[src/hw/alu_op_pkg.sv]
`default_nettype none

// alu opcodes and the 74153 truth tables for the logic ops
package alu_op_pkg;

  typedef enum logic [2:0] {
    op_add    = 3'd0,  // a + b
    op_adc    = 3'd1,  // a + b + stored carry
    op_sub    = 3'd2,  // a - b, carry set = no borrow
    op_and    = 3'd3,
    op_or     = 3'd4,
    op_xor    = 3'd5,
    op_nand   = 3'd6,
    op_pass_b = 3'd7   // result is b
  } alu_op_e;

  // truth tables, index {b,a} picks the result bit
  // bit 0 = D0 (b=0 a=0) ... bit 3 = D3 (b=1 a=1)
  localparam logic [3:0] tt_and    = 4'b1000;
  localparam logic [3:0] tt_or     = 4'b1110;
  localparam logic [3:0] tt_xor    = 4'b0110;
  localparam logic [3:0] tt_nand   = 4'b0111;
  localparam logic [3:0] tt_pass_b = 4'b1100;  // follows b only

  // flag register, bit 0 carry, bit 1 zero
  localparam int flag_w = 2;

endpackage

`default_nettype wire

[src/hw/board_bus_pkg.sv]
`default_nettype none

// host bus geometry and the card's register map
package board_bus_pkg;

  // bus widths
  localparam int data_w = 8;  // data bus, one byte
  localparam int addr_w = 8;  // address bus, one byte

  // card select, compared against addr[7:3]
  localparam logic [4:0] card_base = 5'b10100;

  // register offsets on addr[2:0]
  localparam logic [2:0] reg_a_off     = 3'd0;  // accumulator
  localparam logic [2:0] reg_b_off     = 3'd1;  // operand b
  localparam logic [2:0] reg_op_off    = 3'd2;  // opcode
  localparam logic [2:0] reg_exec_off  = 3'd3;  // execute strobe, write only
  localparam logic [2:0] reg_flags_off = 3'd4;  // {zero, carry}, read only

  // offsets 5..7 are not decoded

endpackage

`default_nettype wire
[src/hw/board_top.sv]
`timescale 1ns/1ps
`default_nettype none

// alu card top, decoder + register bank + alu
module board_top (
  input  logic                             clk,
  input  logic                             clear,
  input  logic [board_bus_pkg::addr_w-1:0] addr,
  input  logic [board_bus_pkg::data_w-1:0] data_in,
  input  logic                             wr,
  input  logic                             rd,
  output logic [board_bus_pkg::data_w-1:0] data_out
);
  import board_bus_pkg::*;
  import alu_op_pkg::*;

  // decoder strobes
  logic wr_a, wr_b, wr_op, wr_exec;
  logic rd_a, rd_b, rd_op, rd_flags;

  // register bank to alu and back
  logic [data_w-1:0] acc;
  logic [data_w-1:0] opnd_b;
  alu_op_e           opcode;
  logic              carry_flag;
  logic [data_w-1:0] alu_result;
  logic              alu_carry;
  logic              alu_zero;

  io_decode u_decode (
    .addr     (addr),
    .wr       (wr),
    .rd       (rd),
    .wr_a     (wr_a),
    .wr_b     (wr_b),
    .wr_op    (wr_op),
    .wr_exec  (wr_exec),
    .rd_a     (rd_a),
    .rd_b     (rd_b),
    .rd_op    (rd_op),
    .rd_flags (rd_flags)
  );

  register_bank u_regs (
    .clk        (clk),
    .clear      (clear),
    .wr_a       (wr_a),
    .wr_b       (wr_b),
    .wr_op      (wr_op),
    .wr_exec    (wr_exec),
    .rd_a       (rd_a),
    .rd_b       (rd_b),
    .rd_op      (rd_op),
    .rd_flags   (rd_flags),
    .data_in    (data_in),
    .alu_result (alu_result),
    .alu_carry  (alu_carry),
    .alu_zero   (alu_zero),
    .acc        (acc),
    .opnd_b     (opnd_b),
    .opcode     (opcode),
    .carry_flag (carry_flag),
    .data_out   (data_out)
  );

  alu_core u_alu (
    .acc        (acc),
    .opnd_b     (opnd_b),
    .opcode     (opcode),
    .carry_flag (carry_flag),
    .alu_result (alu_result),
    .alu_carry  (alu_carry),
    .alu_zero   (alu_zero)
  );

endmodule

`default_nettype wire

[src/hw/register_bank.sv]
`timescale 1ns/1ps
`default_nettype none

// 74175 style register file with clear, plus the read back mux
module register_bank (
  input  logic                             clk,
  input  logic                             clear,
  input  logic                             wr_a,
  input  logic                             wr_b,
  input  logic                             wr_op,
  input  logic                             wr_exec,
  input  logic                             rd_a,
  input  logic                             rd_b,
  input  logic                             rd_op,
  input  logic                             rd_flags,
  input  logic [board_bus_pkg::data_w-1:0] data_in,
  input  logic [board_bus_pkg::data_w-1:0] alu_result,
  input  logic                             alu_carry,
  input  logic                             alu_zero,
  output logic [board_bus_pkg::data_w-1:0] acc,
  output logic [board_bus_pkg::data_w-1:0] opnd_b,
  output alu_op_pkg::alu_op_e              opcode,
  output logic                             carry_flag,
  output logic [board_bus_pkg::data_w-1:0] data_out
);
  import board_bus_pkg::*;
  import alu_op_pkg::*;

  logic [flag_w-1:0] flags;  // {zero, carry}

  // accumulator, bus load or alu result
  always_ff @(posedge clk or negedge clear) begin
    if (!clear) begin
      acc <= '0;
    end else if (wr_exec) begin
      acc <= alu_result;
    end else if (wr_a) begin
      acc <= data_in;
    end
  end

  always_ff @(posedge clk or negedge clear) begin
    if (!clear) begin
      opnd_b <= '0;
    end else if (wr_b) begin
      opnd_b <= data_in;
    end
  end

  // opcode keeps the low 3 bits only
  always_ff @(posedge clk or negedge clear) begin
    if (!clear) begin
      opcode <= op_add;
    end else if (wr_op) begin
      opcode <= alu_op_e'(data_in[2:0]);
    end
  end

  // flags only move on execute
  always_ff @(posedge clk or negedge clear) begin
    if (!clear) begin
      flags <= '0;
    end else if (wr_exec) begin
      flags <= {alu_zero, alu_carry};
    end
  end

  assign carry_flag = flags[0];

  // gated read mux, zero when nothing selected
  always_comb begin
    if (rd_a)
      data_out = acc;
    else if (rd_b)
      data_out = opnd_b;
    else if (rd_op)
      data_out = {{(data_w - $bits(alu_op_e)){1'b0}}, opcode};  // zero extend
    else if (rd_flags)
      data_out = {{(data_w - flag_w){1'b0}}, flags};
    else
      data_out = '0;
  end

  // decoder must never ask for two acc sources at once
  a_acc_one_source: assert property (@(posedge clk) disable iff (!clear)
    !(wr_a && wr_exec))
    else $error("register_bank: wr_a and wr_exec in the same cycle");

  // zero flag tracks the value actually loaded into acc
  a_zero_matches: assert property (@(posedge clk) disable iff (!clear)
    wr_exec |=> (flags[1] == (acc == '0)))
    else $error("register_bank: zero flag disagrees with accumulator");

endmodule

`default_nettype wire

[src/hw/alu_core.sv]
`timescale 1ns/1ps
`default_nettype none

// alu datapath, adder or truth-table unit picked by opcode
module alu_core (
  input  logic [board_bus_pkg::data_w-1:0] acc,
  input  logic [board_bus_pkg::data_w-1:0] opnd_b,
  input  alu_op_pkg::alu_op_e              opcode,
  input  logic                             carry_flag,  // stored carry for adc
  output logic [board_bus_pkg::data_w-1:0] alu_result,
  output logic                             alu_carry,
  output logic                             alu_zero
);
  import board_bus_pkg::*;
  import alu_op_pkg::*;

  logic [data_w-1:0] add_sum;
  logic [data_w-1:0] logic_y;
  logic              add_c;
  logic              add_cin;
  logic              add_inv;
  logic              is_arith;  // result comes from the adder
  logic [3:0]        tt_sel;    // truth table to the 74153 row

  // opcode to adder controls and truth table
  always_comb begin
    is_arith = 1'b0;
    add_cin  = 1'b0;
    add_inv  = 1'b0;
    tt_sel   = tt_pass_b;
    case (opcode)
      op_add: is_arith = 1'b1;
      op_adc: begin
        is_arith = 1'b1;
        add_cin  = carry_flag;
      end
      op_sub: begin
        is_arith = 1'b1;  // a + ~b + 1
        add_inv  = 1'b1;
        add_cin  = 1'b1;
      end
      op_and:  tt_sel = tt_and;
      op_or:   tt_sel = tt_or;
      op_xor:  tt_sel = tt_xor;
      op_nand: tt_sel = tt_nand;
      default: tt_sel = tt_pass_b;  // op_pass_b
    endcase
  end

  carry_adder u_adder (
    .a        (acc),
    .b        (opnd_b),
    .c_in     (add_cin),
    .invert_b (add_inv),
    .sum      (add_sum),
    .c_out    (add_c)
  );

  logic_unit u_logic (
    .a          (acc),
    .b          (opnd_b),
    .table_bits (tt_sel),
    .y          (logic_y)
  );

  assign alu_result = is_arith ? add_sum : logic_y;
  assign alu_carry  = is_arith & add_c;  // logic ops clear carry
  assign alu_zero   = (alu_result == '0);

  // a stale carry after a logic op would corrupt a following adc
  a_logic_no_carry: assert final ($isunknown(opcode) ||
                                  !(opcode inside {op_and, op_or, op_xor, op_nand, op_pass_b}) ||
                                  !alu_carry)
    else $error("alu_core: carry set on logic opcode %s", opcode.name());

endmodule

`default_nettype wire

[src/hw/logic_unit.sv]
`timescale 1ns/1ps
`default_nettype none

// function generator, one 4:1 mux per bit like a 74153 row
// b and a drive the select pins, table_bits drive D0..D3
module logic_unit (
  input  logic [board_bus_pkg::data_w-1:0] a,
  input  logic [board_bus_pkg::data_w-1:0] b,
  input  logic [3:0]                       table_bits,
  output logic [board_bus_pkg::data_w-1:0] y
);
  import board_bus_pkg::*;

  always_comb begin
    for (int i = 0; i < data_w; i++) begin
      case ({b[i], a[i]})
        2'b00:   y[i] = table_bits[0];  // D0
        2'b01:   y[i] = table_bits[1];  // D1
        2'b10:   y[i] = table_bits[2];  // D2
        default: y[i] = table_bits[3];  // D3, both high
      endcase
    end
  end

endmodule

`default_nettype wire

[src/hw/carry_adder.sv]
`timescale 1ns/1ps
`default_nettype none

// 8 bit adder, two 74283 nibble stages with rippled carry
module carry_adder (
  input  logic [board_bus_pkg::data_w-1:0] a,
  input  logic [board_bus_pkg::data_w-1:0] b,
  input  logic                             c_in,
  input  logic                             invert_b,  // ones complement b for sub
  output logic [board_bus_pkg::data_w-1:0] sum,
  output logic                             c_out
);
  import board_bus_pkg::*;

  logic [data_w-1:0] b_eff;  // b after the xor row
  logic              c_mid;  // low chip c4 into high chip c0

  always_comb begin
    b_eff = invert_b ? ~b : b;
    // low nibble chip
    {c_mid, sum[3:0]} = {1'b0, a[3:0]} + {1'b0, b_eff[3:0]} + {4'b0, c_in};
    // high nibble chip
    {c_out, sum[data_w-1:4]} = {1'b0, a[data_w-1:4]} + {1'b0, b_eff[data_w-1:4]}
                               + {4'b0, c_mid};
  end

endmodule

`default_nettype wire

[src/hw/io_decode.sv]
`timescale 1ns/1ps
`default_nettype none

// card i/o decoder, one 74138 plus the strobe gating
module io_decode (
  input  logic [board_bus_pkg::addr_w-1:0] addr,
  input  logic                             wr,    // one cycle pulse
  input  logic                             rd,    // level
  output logic                             wr_a,
  output logic                             wr_b,
  output logic                             wr_op,
  output logic                             wr_exec,
  output logic                             rd_a,
  output logic                             rd_b,
  output logic                             rd_op,
  output logic                             rd_flags
);
  import board_bus_pkg::*;

  logic       g_en;  // chip enable, card base match
  logic [7:0] y_n;   // active low selects, y5..y7 left open

  assign g_en = (addr[addr_w-1:3] == card_base);

  // 3 to 8 decode of the low address bits
  always_comb begin
    y_n = 8'hff;
    if (g_en)
      y_n[addr[2:0]] = 1'b0;
  end

  // gate selects into active high strobes
  assign wr_a     = wr & ~y_n[reg_a_off];
  assign wr_b     = wr & ~y_n[reg_b_off];
  assign wr_op    = wr & ~y_n[reg_op_off];
  assign wr_exec  = wr & ~y_n[reg_exec_off];  // no read path for exec
  assign rd_a     = rd & ~y_n[reg_a_off];
  assign rd_b     = rd & ~y_n[reg_b_off];
  assign rd_op    = rd & ~y_n[reg_op_off];
  assign rd_flags = rd & ~y_n[reg_flags_off];  // flags never written from the bus

  // register bank relies on one load source per cycle
  a_wr_onehot: assert final ($onehot0({wr_a, wr_b, wr_op, wr_exec}))
    else $error("io_decode: more than one write strobe active");

endmodule

`default_nettype wire

[config.mk]
export PLATFORM = sky130hd
export DESIGN_NAME = board_top
export DESIGN_NICKNAME = d
export VERILOG_FILES = /design/src/hw/alu_op_pkg.sv /design/src/hw/board_bus_pkg.sv /design/src/hw/board_top.sv /design/src/hw/register_bank.sv /design/src/hw/alu_core.sv /design/src/hw/logic_unit.sv /design/src/hw/carry_adder.sv /design/src/hw/io_decode.sv
export SDC_FILE = /design/constraint.sdc
export NUM_CORES = 1
export LEC_CHECK = 0
export BUFFER_PORTS_ARGS = -buffer_cell sky130_fd_sc_hd__buf_2
export CAP_MARGIN = 10
export CORE_ASPECT_RATIO = 0.6
export CORE_MARGIN = 3
export CORE_UTILIZATION = 44
export DETAILED_ROUTE_END_ITERATION = 8
export REMOVE_ABC_BUFFERS = 1
export SLEW_MARGIN = 20
export SYNTH_ARGS = -nofsm -noshare
export SYNTH_HDL_FRONTEND = slang
export SYNTH_HIERARCHICAL = 1
export SYNTH_SLANG_ARGS = --single-unit
[constraint.sdc]
create_clock -name clk -period 7.73 [get_ports clk]
set_input_delay 0.773 -clock clk [delete_from_list [all_inputs] [get_ports clk]]
set_output_delay 0.773 -clock clk [all_outputs]
set_load 0.01 [all_outputs]
Word-level counts from Yosys, hierarchy flattened
Index checks and enable logic that the tools add are counted.
{ "op_classes": {"n_lt_le_gt_ge": 2, "mux": 23, "eq_ne": 23, "n_mul": 0, "div_mod_pow": 0, "shift": 0, "n_bitwise": 16, "addsub": 4, "n_reduce_logical": 13} }
{ "ops": {"columns": ["cell", "count"], "rows": [
  ["two-way mux 8 bit", 7],
  ["case mux 1 bit (3 select lines)", 8],
  ["equality test 2 x 1 -> 1 bit, second input constant", 8],
  ["equality test 2 bit, second input constant", 8],
  ["zero test 2 bit", 8],
  ["case mux 4 bit (4 select lines)", 1],
  ["adder 4 x 4 -> 5 bit", 2],
  ["adder 5 x 1 -> 5 bit", 2],
  ["AND 1 bit", 9],
  ["equality test 3 bit, second input constant", 3],
  ["zero test 8 bit", 1],
  ["inverter 8 bit", 1],
  ["equality test 3 x 2 -> 1 bit, second input constant", 2],
  ["equality test 5 bit, second input constant", 1],
  ["two-way mux 5 bit", 1],
  ["inverter 1 bit", 5],
  ["inverter 5 bit", 1],
  ["< comparator 3 x 4 -> 1 bit, second input constant", 1],
  ["demux 1 bit (select 3 bit)", 1],
  ["equality test 3 x 1 -> 1 bit, second input constant", 1],
  [">= comparator 3 x 1 -> 1 bit, second input constant", 1],
  ["zero test 3 bit", 1],
  ["two-way mux 1 bit", 3],
  ["OR reduction 3 bit", 1],
  ["other kinds (4)", 4]
]} }
{ "word_totals": {"mem_bits_ro": 0, "ram_bits": 0, "mem_count": 0, "wordCells": 85, "latch_bits": 0, "register_bits": 21} }

Depth between registers and ports, before layout
{ "depth": {"word_depth": 12, "mapped_depth": 18, "mapped_depth_nobuf": 17} }

Hierarchy
Netlist, hierarchy kept.
{ "modules_own_cells": {"columns": ["module", "n_inst", "cells_each", "area_each_um2", "seq_area_each_um2"], "rows": [
  ["register_bank", 1, 88, 1058.5, 525.5],
  ["carry_adder", 1, 40, 369.1, 0.0],
  ["alu_core", 1, 27, 242.7, 0.0],
  ["logic_unit", 1, 8, 180.2, 0.0],
  ["io_decode", 1, 15, 116.4, 0.0]
]} }

Least setup slack after synthesis
Ideal clock, no wire load.
{ "synth_timing": {"path_type": "register to register", "start": "reg u_regs.opcode[0]", "end": "reg u_regs.flags[0]", "synth_period_minus_slack_ns": 3.546, "stages_incl_launch_ff": 18, "arrival_ns": 3.421, "required_ns": 7.605, "n_path_buf": 1, "slack_ns": 4.184, "path_cell_list": "dfrtp_1 and2b_2 and2b_1 buf_6 xor2_1 fa_1 inv_1 fa_1 inv_1 a21o_1 a21oi_1 fa_1 inv_1 fa_1 a21o_1 a21o_1 and2_2 mux2_4"} }
{ "synth_between": {"elab_chain_cells": 7, "word_cells_on_any_way": 13, "cone_classes": "4 x add/sub; 2 x eq/ne; 4 x mux; 1 x bitwise; 2 x reduce/logical"} }
{ "synth_rtl": {"columns": ["item", "line_no", "text"], "rows": [
  ["start: declaration", "register_bank.sv:22", "output alu_op_pkg::alu_op_e opcode,"],
  ["start signal: assignment", "register_bank.sv:53", "opcode <= op_add;"],
  ["start signal: assignment", "register_bank.sv:55", "opcode <= alu_op_e'(data_in[2:0]);"],
  ["equality test 3 x 2 -> 1 bit *", "alu_core.sv:31", "case (opcode)"],
  ["two-way mux 1 bit *", "alu_core.sv:31", null],
  ["named net u_alu.add_inv", "alu_core.sv:21", "logic add_inv;"],
  ["two-way mux 8 bit *", "carry_adder.sv:19", "b_eff = invert_b ? ~b : b;"],
  ["adder 4 x 4 -> 5 bit", "carry_adder.sv:21", "{c_mid, sum[3:0]} = {1'b0, a[3:0]} + {1'b0, b_eff[3:0]} + {4'b0, c_in};"],
  ["adder 5 x 1 -> 5 bit", "carry_adder.sv:21", null],
  ["adder 5 x 1 -> 5 bit *", "carry_adder.sv:24", "+ {4'b0, c_mid};"],
  ["named net u_alu.add_c", "alu_core.sv:19", "logic add_c;"],
  ["AND 1 bit *", "alu_core.sv:67", "assign alu_carry = is_arith & add_c;"],
  ["named net alu_carry", "board_top.sv:27", "logic alu_carry;"],
  ["end signal: assignment", "register_bank.sv:64", "flags <= {alu_zero, alu_carry};"],
  ["end: declaration", "register_bank.sv:29", "logic [flag_w-1:0] flags;"]
]} }
Mark *: on every way through the listed nets, which the timed path passes. The rest lies on a longest branch.
A chain may end at the register's enable or synchronous reset.

Final worst setup path
{ "layout_timing": {"start": "reg u_regs.opcode[0]", "end": "reg u_regs.flags[1]"} }
{ "layout_between": {"elab_chain_cells": 8, "word_cells_on_any_way": 27, "cone_classes": "4 x add/sub; 6 x eq/ne; 14 x mux; 3 x reduce/logical"} }
{ "layout_rtl": {"columns": ["item", "line_no", "text"], "rows": [
  ["equality test 3 x 2 -> 1 bit *", "alu_core.sv:31", null],
  ["two-way mux 1 bit *", "alu_core.sv:31", null],
  ["named net u_alu.add_inv", "alu_core.sv:21", null],
  ["two-way mux 8 bit *", "carry_adder.sv:19", null],
  ["adder 4 x 4 -> 5 bit", "carry_adder.sv:21", null],
  ["adder 5 x 1 -> 5 bit", "carry_adder.sv:21", null],
  ["adder 5 x 1 -> 5 bit *", "carry_adder.sv:24", null],
  ["named net u_alu.add_sum[6]", "alu_core.sv:17", "logic [data_w-1:0] add_sum;"],
  ["two-way mux 8 bit *", "alu_core.sv:66", "assign alu_result = is_arith ? add_sum : logic_y;"],
  ["zero test 8 bit *", "alu_core.sv:68", "assign alu_zero = (alu_result == '0);"],
  ["named net alu_zero", "board_top.sv:28", "logic alu_zero;"]
]} }
Marked as above.

==> results.json <==
{
  "status": "finished clean",
  "min_period_ns": 4.11,
  "cp_data_arrival_time_ns": 4.32,
  "syn_avg_cell_area_um2": 11.0,
  "startpoint_type": "flop",
  "htree_levels": 1,
  "io_pins": 28,
  "die_width_um": 92.3,
  "min_path_type": "input port to async pin",
  "core-area_mm2": 0.00421,
  "cp_num_cells": 17,
  "placementRows": 18,
  "cp_top_family": "adder cells",
  "synth-warning-count": 6,
  "synth_ff_type": "dfrtp_1",
  "clock_sinks": 21,
  "synth_top_cell_by_area": "dfrtp_1",
  "wl_per_cell_um": 18.9,
  "grt_antenna_before_repair": 0,
  "track_usage_pct": 20.0,
  "n_antenna_cell": 0,
  "finalNetCount": 235,
  "synth_top_family_by_area": "multiplexers",
  "drive_above_1_share_pct": 36.3,
  "tightest_slew_ns": 1.09,
  "synth_most_common_cell": "dfrtp_1",
  "slowest_delay_ns": 0.44,
  "syn_area_mm2": 0.00197,
  "cts-hold-fix-buffers": 0,
  "synth_xor_xnor_area_share_pct": 5.73,
  "via_per_inst": 5.74,
  "synthTopCellsByCount": "21 x dfrtp_1, 17 x mux2_4, 17 x nand2_1",
  "max_freq_ghz": 0.244,
  "cp_max_fo": 8,
  "portBuffers": 27,
  "rsz0062_at_grt": "no",
  "reg2regPathDepth": 17,
  "clockRootBuffer": "clkbuf_8",
  "slew_violations": 0,
  "grt_first_pass_wirelength_um": 8090,
  "cp.required_ns": 7.94,
  "vias": 1516,
  "ys_ff_latch": 21,
  "crit_chain": "and2b_2 > and2b_1 > xor2_1 > fa_1 > inv_1 > fa_1 > inv_1 > a21o_1 > a21oi_1 > fa_1 > inv_1 > fa_1 > xor2_1 > nor4_1 > nand3_1 > o21ai_0 > mux2_4",
  "grt_pass1_vias": 1513,
  "place.gp.congestion": 0.910,
  "synth_adder_area_share_pct": 7.89,
  "cp_slowest_cell": "dfrtp_1",
  "cts_tree": "yes",
  "synthCells": 178,
  "cp_common_cell": "fa_1",
  "cp_num_buf_inv": 3,
  "path_clk_slew_ns": 0.08,
  "post_cts.repair.setup_buffers": 0,
  "cts_buffer_depth": 2,
  "drc": 0,
  "synth_edf_count": 0,
  "setup_violations": 0,
  "drt_iter0_markers": 91,
  "synthToLayoutAreaGrowth_pct": 11.8,
  "p_leak_nw": 1.07,
  "crit_type": "flop to flop",
  "numCtsBuffers": 3,
  "final_cells": 264,
  "ir_worst_vdd_v": 0.0000660,
  "synth_top_area_share_pct": 26.7,
  "fin_crit_sh_pct": 53.1,
  "finalHoldViolations": 0,
  "routed_wl_um": 5000,
  "dpl.cell_count": 260,
  "muxShareOfSynthArea_pct": 28.5,
  "hpwl_um": 3780,
  "ys_seq_area_share_pct": 26.7,
  "synthTopCellsByArea": "dfrtp_1 27%, mux2_4 13%, mux4_2 9.2%, fa_1 4.1%, mux2i_1 4.1%",
  "clk_latency_ns": 0.27,
  "relSlewSlack_pct": 26.6,
  "die_area_mm2": 0.00533,
  "clock_skew_ns": 0.00469,
  "grt.overflow.total": 0,
  "power_density_mw_per_mm2": 124,
  "synth_compound_area_share_pct": 10.1,
  "setup-tns-final_ns": 0,
  "drtPass1Iterations": 4,
  "fp.dieH_um": 57.8,
  "grt_max_degree": 22,
  "maxCapViolCount": 0,
  "cts_resized": 0,
  "antenna_left": 0,
  "layout_setup_ws_ns": 3.62,
  "crit_path_end_kind": "flop",
  "synthSimpleGateAreaFrac_pct": 14.8,
  "initial_core_util_pct": 46.7,
  "place_ws_ns": 3.71,
  "yosys.cell_types.count": 39,
  "async_flop_share_pct": 100
}
-- layout by cell type, fill, tap and decap left out, types with 4 or more instances in the layout --
cell type,instances
buf_2,27
dfrtp_1,21
mux2_4,17
nand2_1,17
o21ai_1,11
xor2_1,8
inv_1,8
mux4_2,8
mux2i_1,8
nand3b_1,6
ha_1,6
a21oi_1,4
nor4_1,4
a21o_1,4
fa_1,4
-- metrics by stage --
step                      utilization [%]  total power [mW]  area, um^2  hold WS [ns]
after floorplan                         -             0.174        1880         0.477
after global placement               50.7             0.196        2140         0.511
after detailed placement             50.9             0.198        2140         0.506
after CTS                            52.0             0.274        2190         0.474
after global routing                 52.2             0.290        2200         0.487
final                                52.2             0.272        2200         0.458
-- layer usage --
| metal | GRT usage, % | wire (um) | up-vias | share of wire, % |
|---|---|---|---|---|
| met4 | 3.81 | 21 | 0 | 0.42 |
| met1 | 29.4 | 2280 | 738 | 46 |
| met2 | 30.1 | 2190 | 67 | 44 |
| li1 | - | - | 705 | - |
| met5 | 0 | 0 | - | 0 |
| met3 | 5.32 | 509 | 6 | 10 |
-- power by group --
| group | leakage, nW | switching, mW | internal (mW) |
|---|---|---|---|
| clock network | 0.0255 | 0.0383 | 0.0360 |
| registers | 0.290 | 0.00950 | 0.115 |
| logic | 0.759 | 0.0363 | 0.0367 |
| total | 1.07 | 0.0841 | 0.188 |
-- path summary, 6_finish.rpt --
kind | slack, ns | end | start
max | 3.62 | u_regs/flags[1] | u_regs/opcode[0]
min | 0.46 | u_regs/opnd_b[3] | clear
max reg2reg | 3.62 | u_regs/flags[1] | u_regs/opcode[0]
min reg2reg | 0.52 | u_regs/flags[1] | u_regs/flags[1]
max in group asynchronous | 6.93 | u_regs/opcode[2] | clear
min in group clk | 0.52 | u_regs/flags[1] | u_regs/flags[1]
-- area by class of cell --
class                           count  area [um^2]
Fill cell                         377         2010
Multi-Input combinational cell    140         1360
Inverter                            9         36.3
Tap cell                           60         75.1
Sequential cell                    21          526
Timing Repair Buffer               30          158
Clock buffer                        3         41.3
Clock inverter                      1         5.00
-- registers in the layout (all words and copies together), names as in the netlist --
signal,count
u_regs/opnd_b,8
u_regs/opcode,3
u_regs/flags,2
u_regs/acc,8
-- cells by family (layout without fill, tap and decap cells) --
family	Yosys count	count (layout)
mux	37	37
flops	21	21
compound gates	32	32
fa+ha+maj	10	10
buf+inv	17	43
xor+xnor	12	12
simple gates	49	49
No activity file was read; power rests on OpenSTA's default activity.
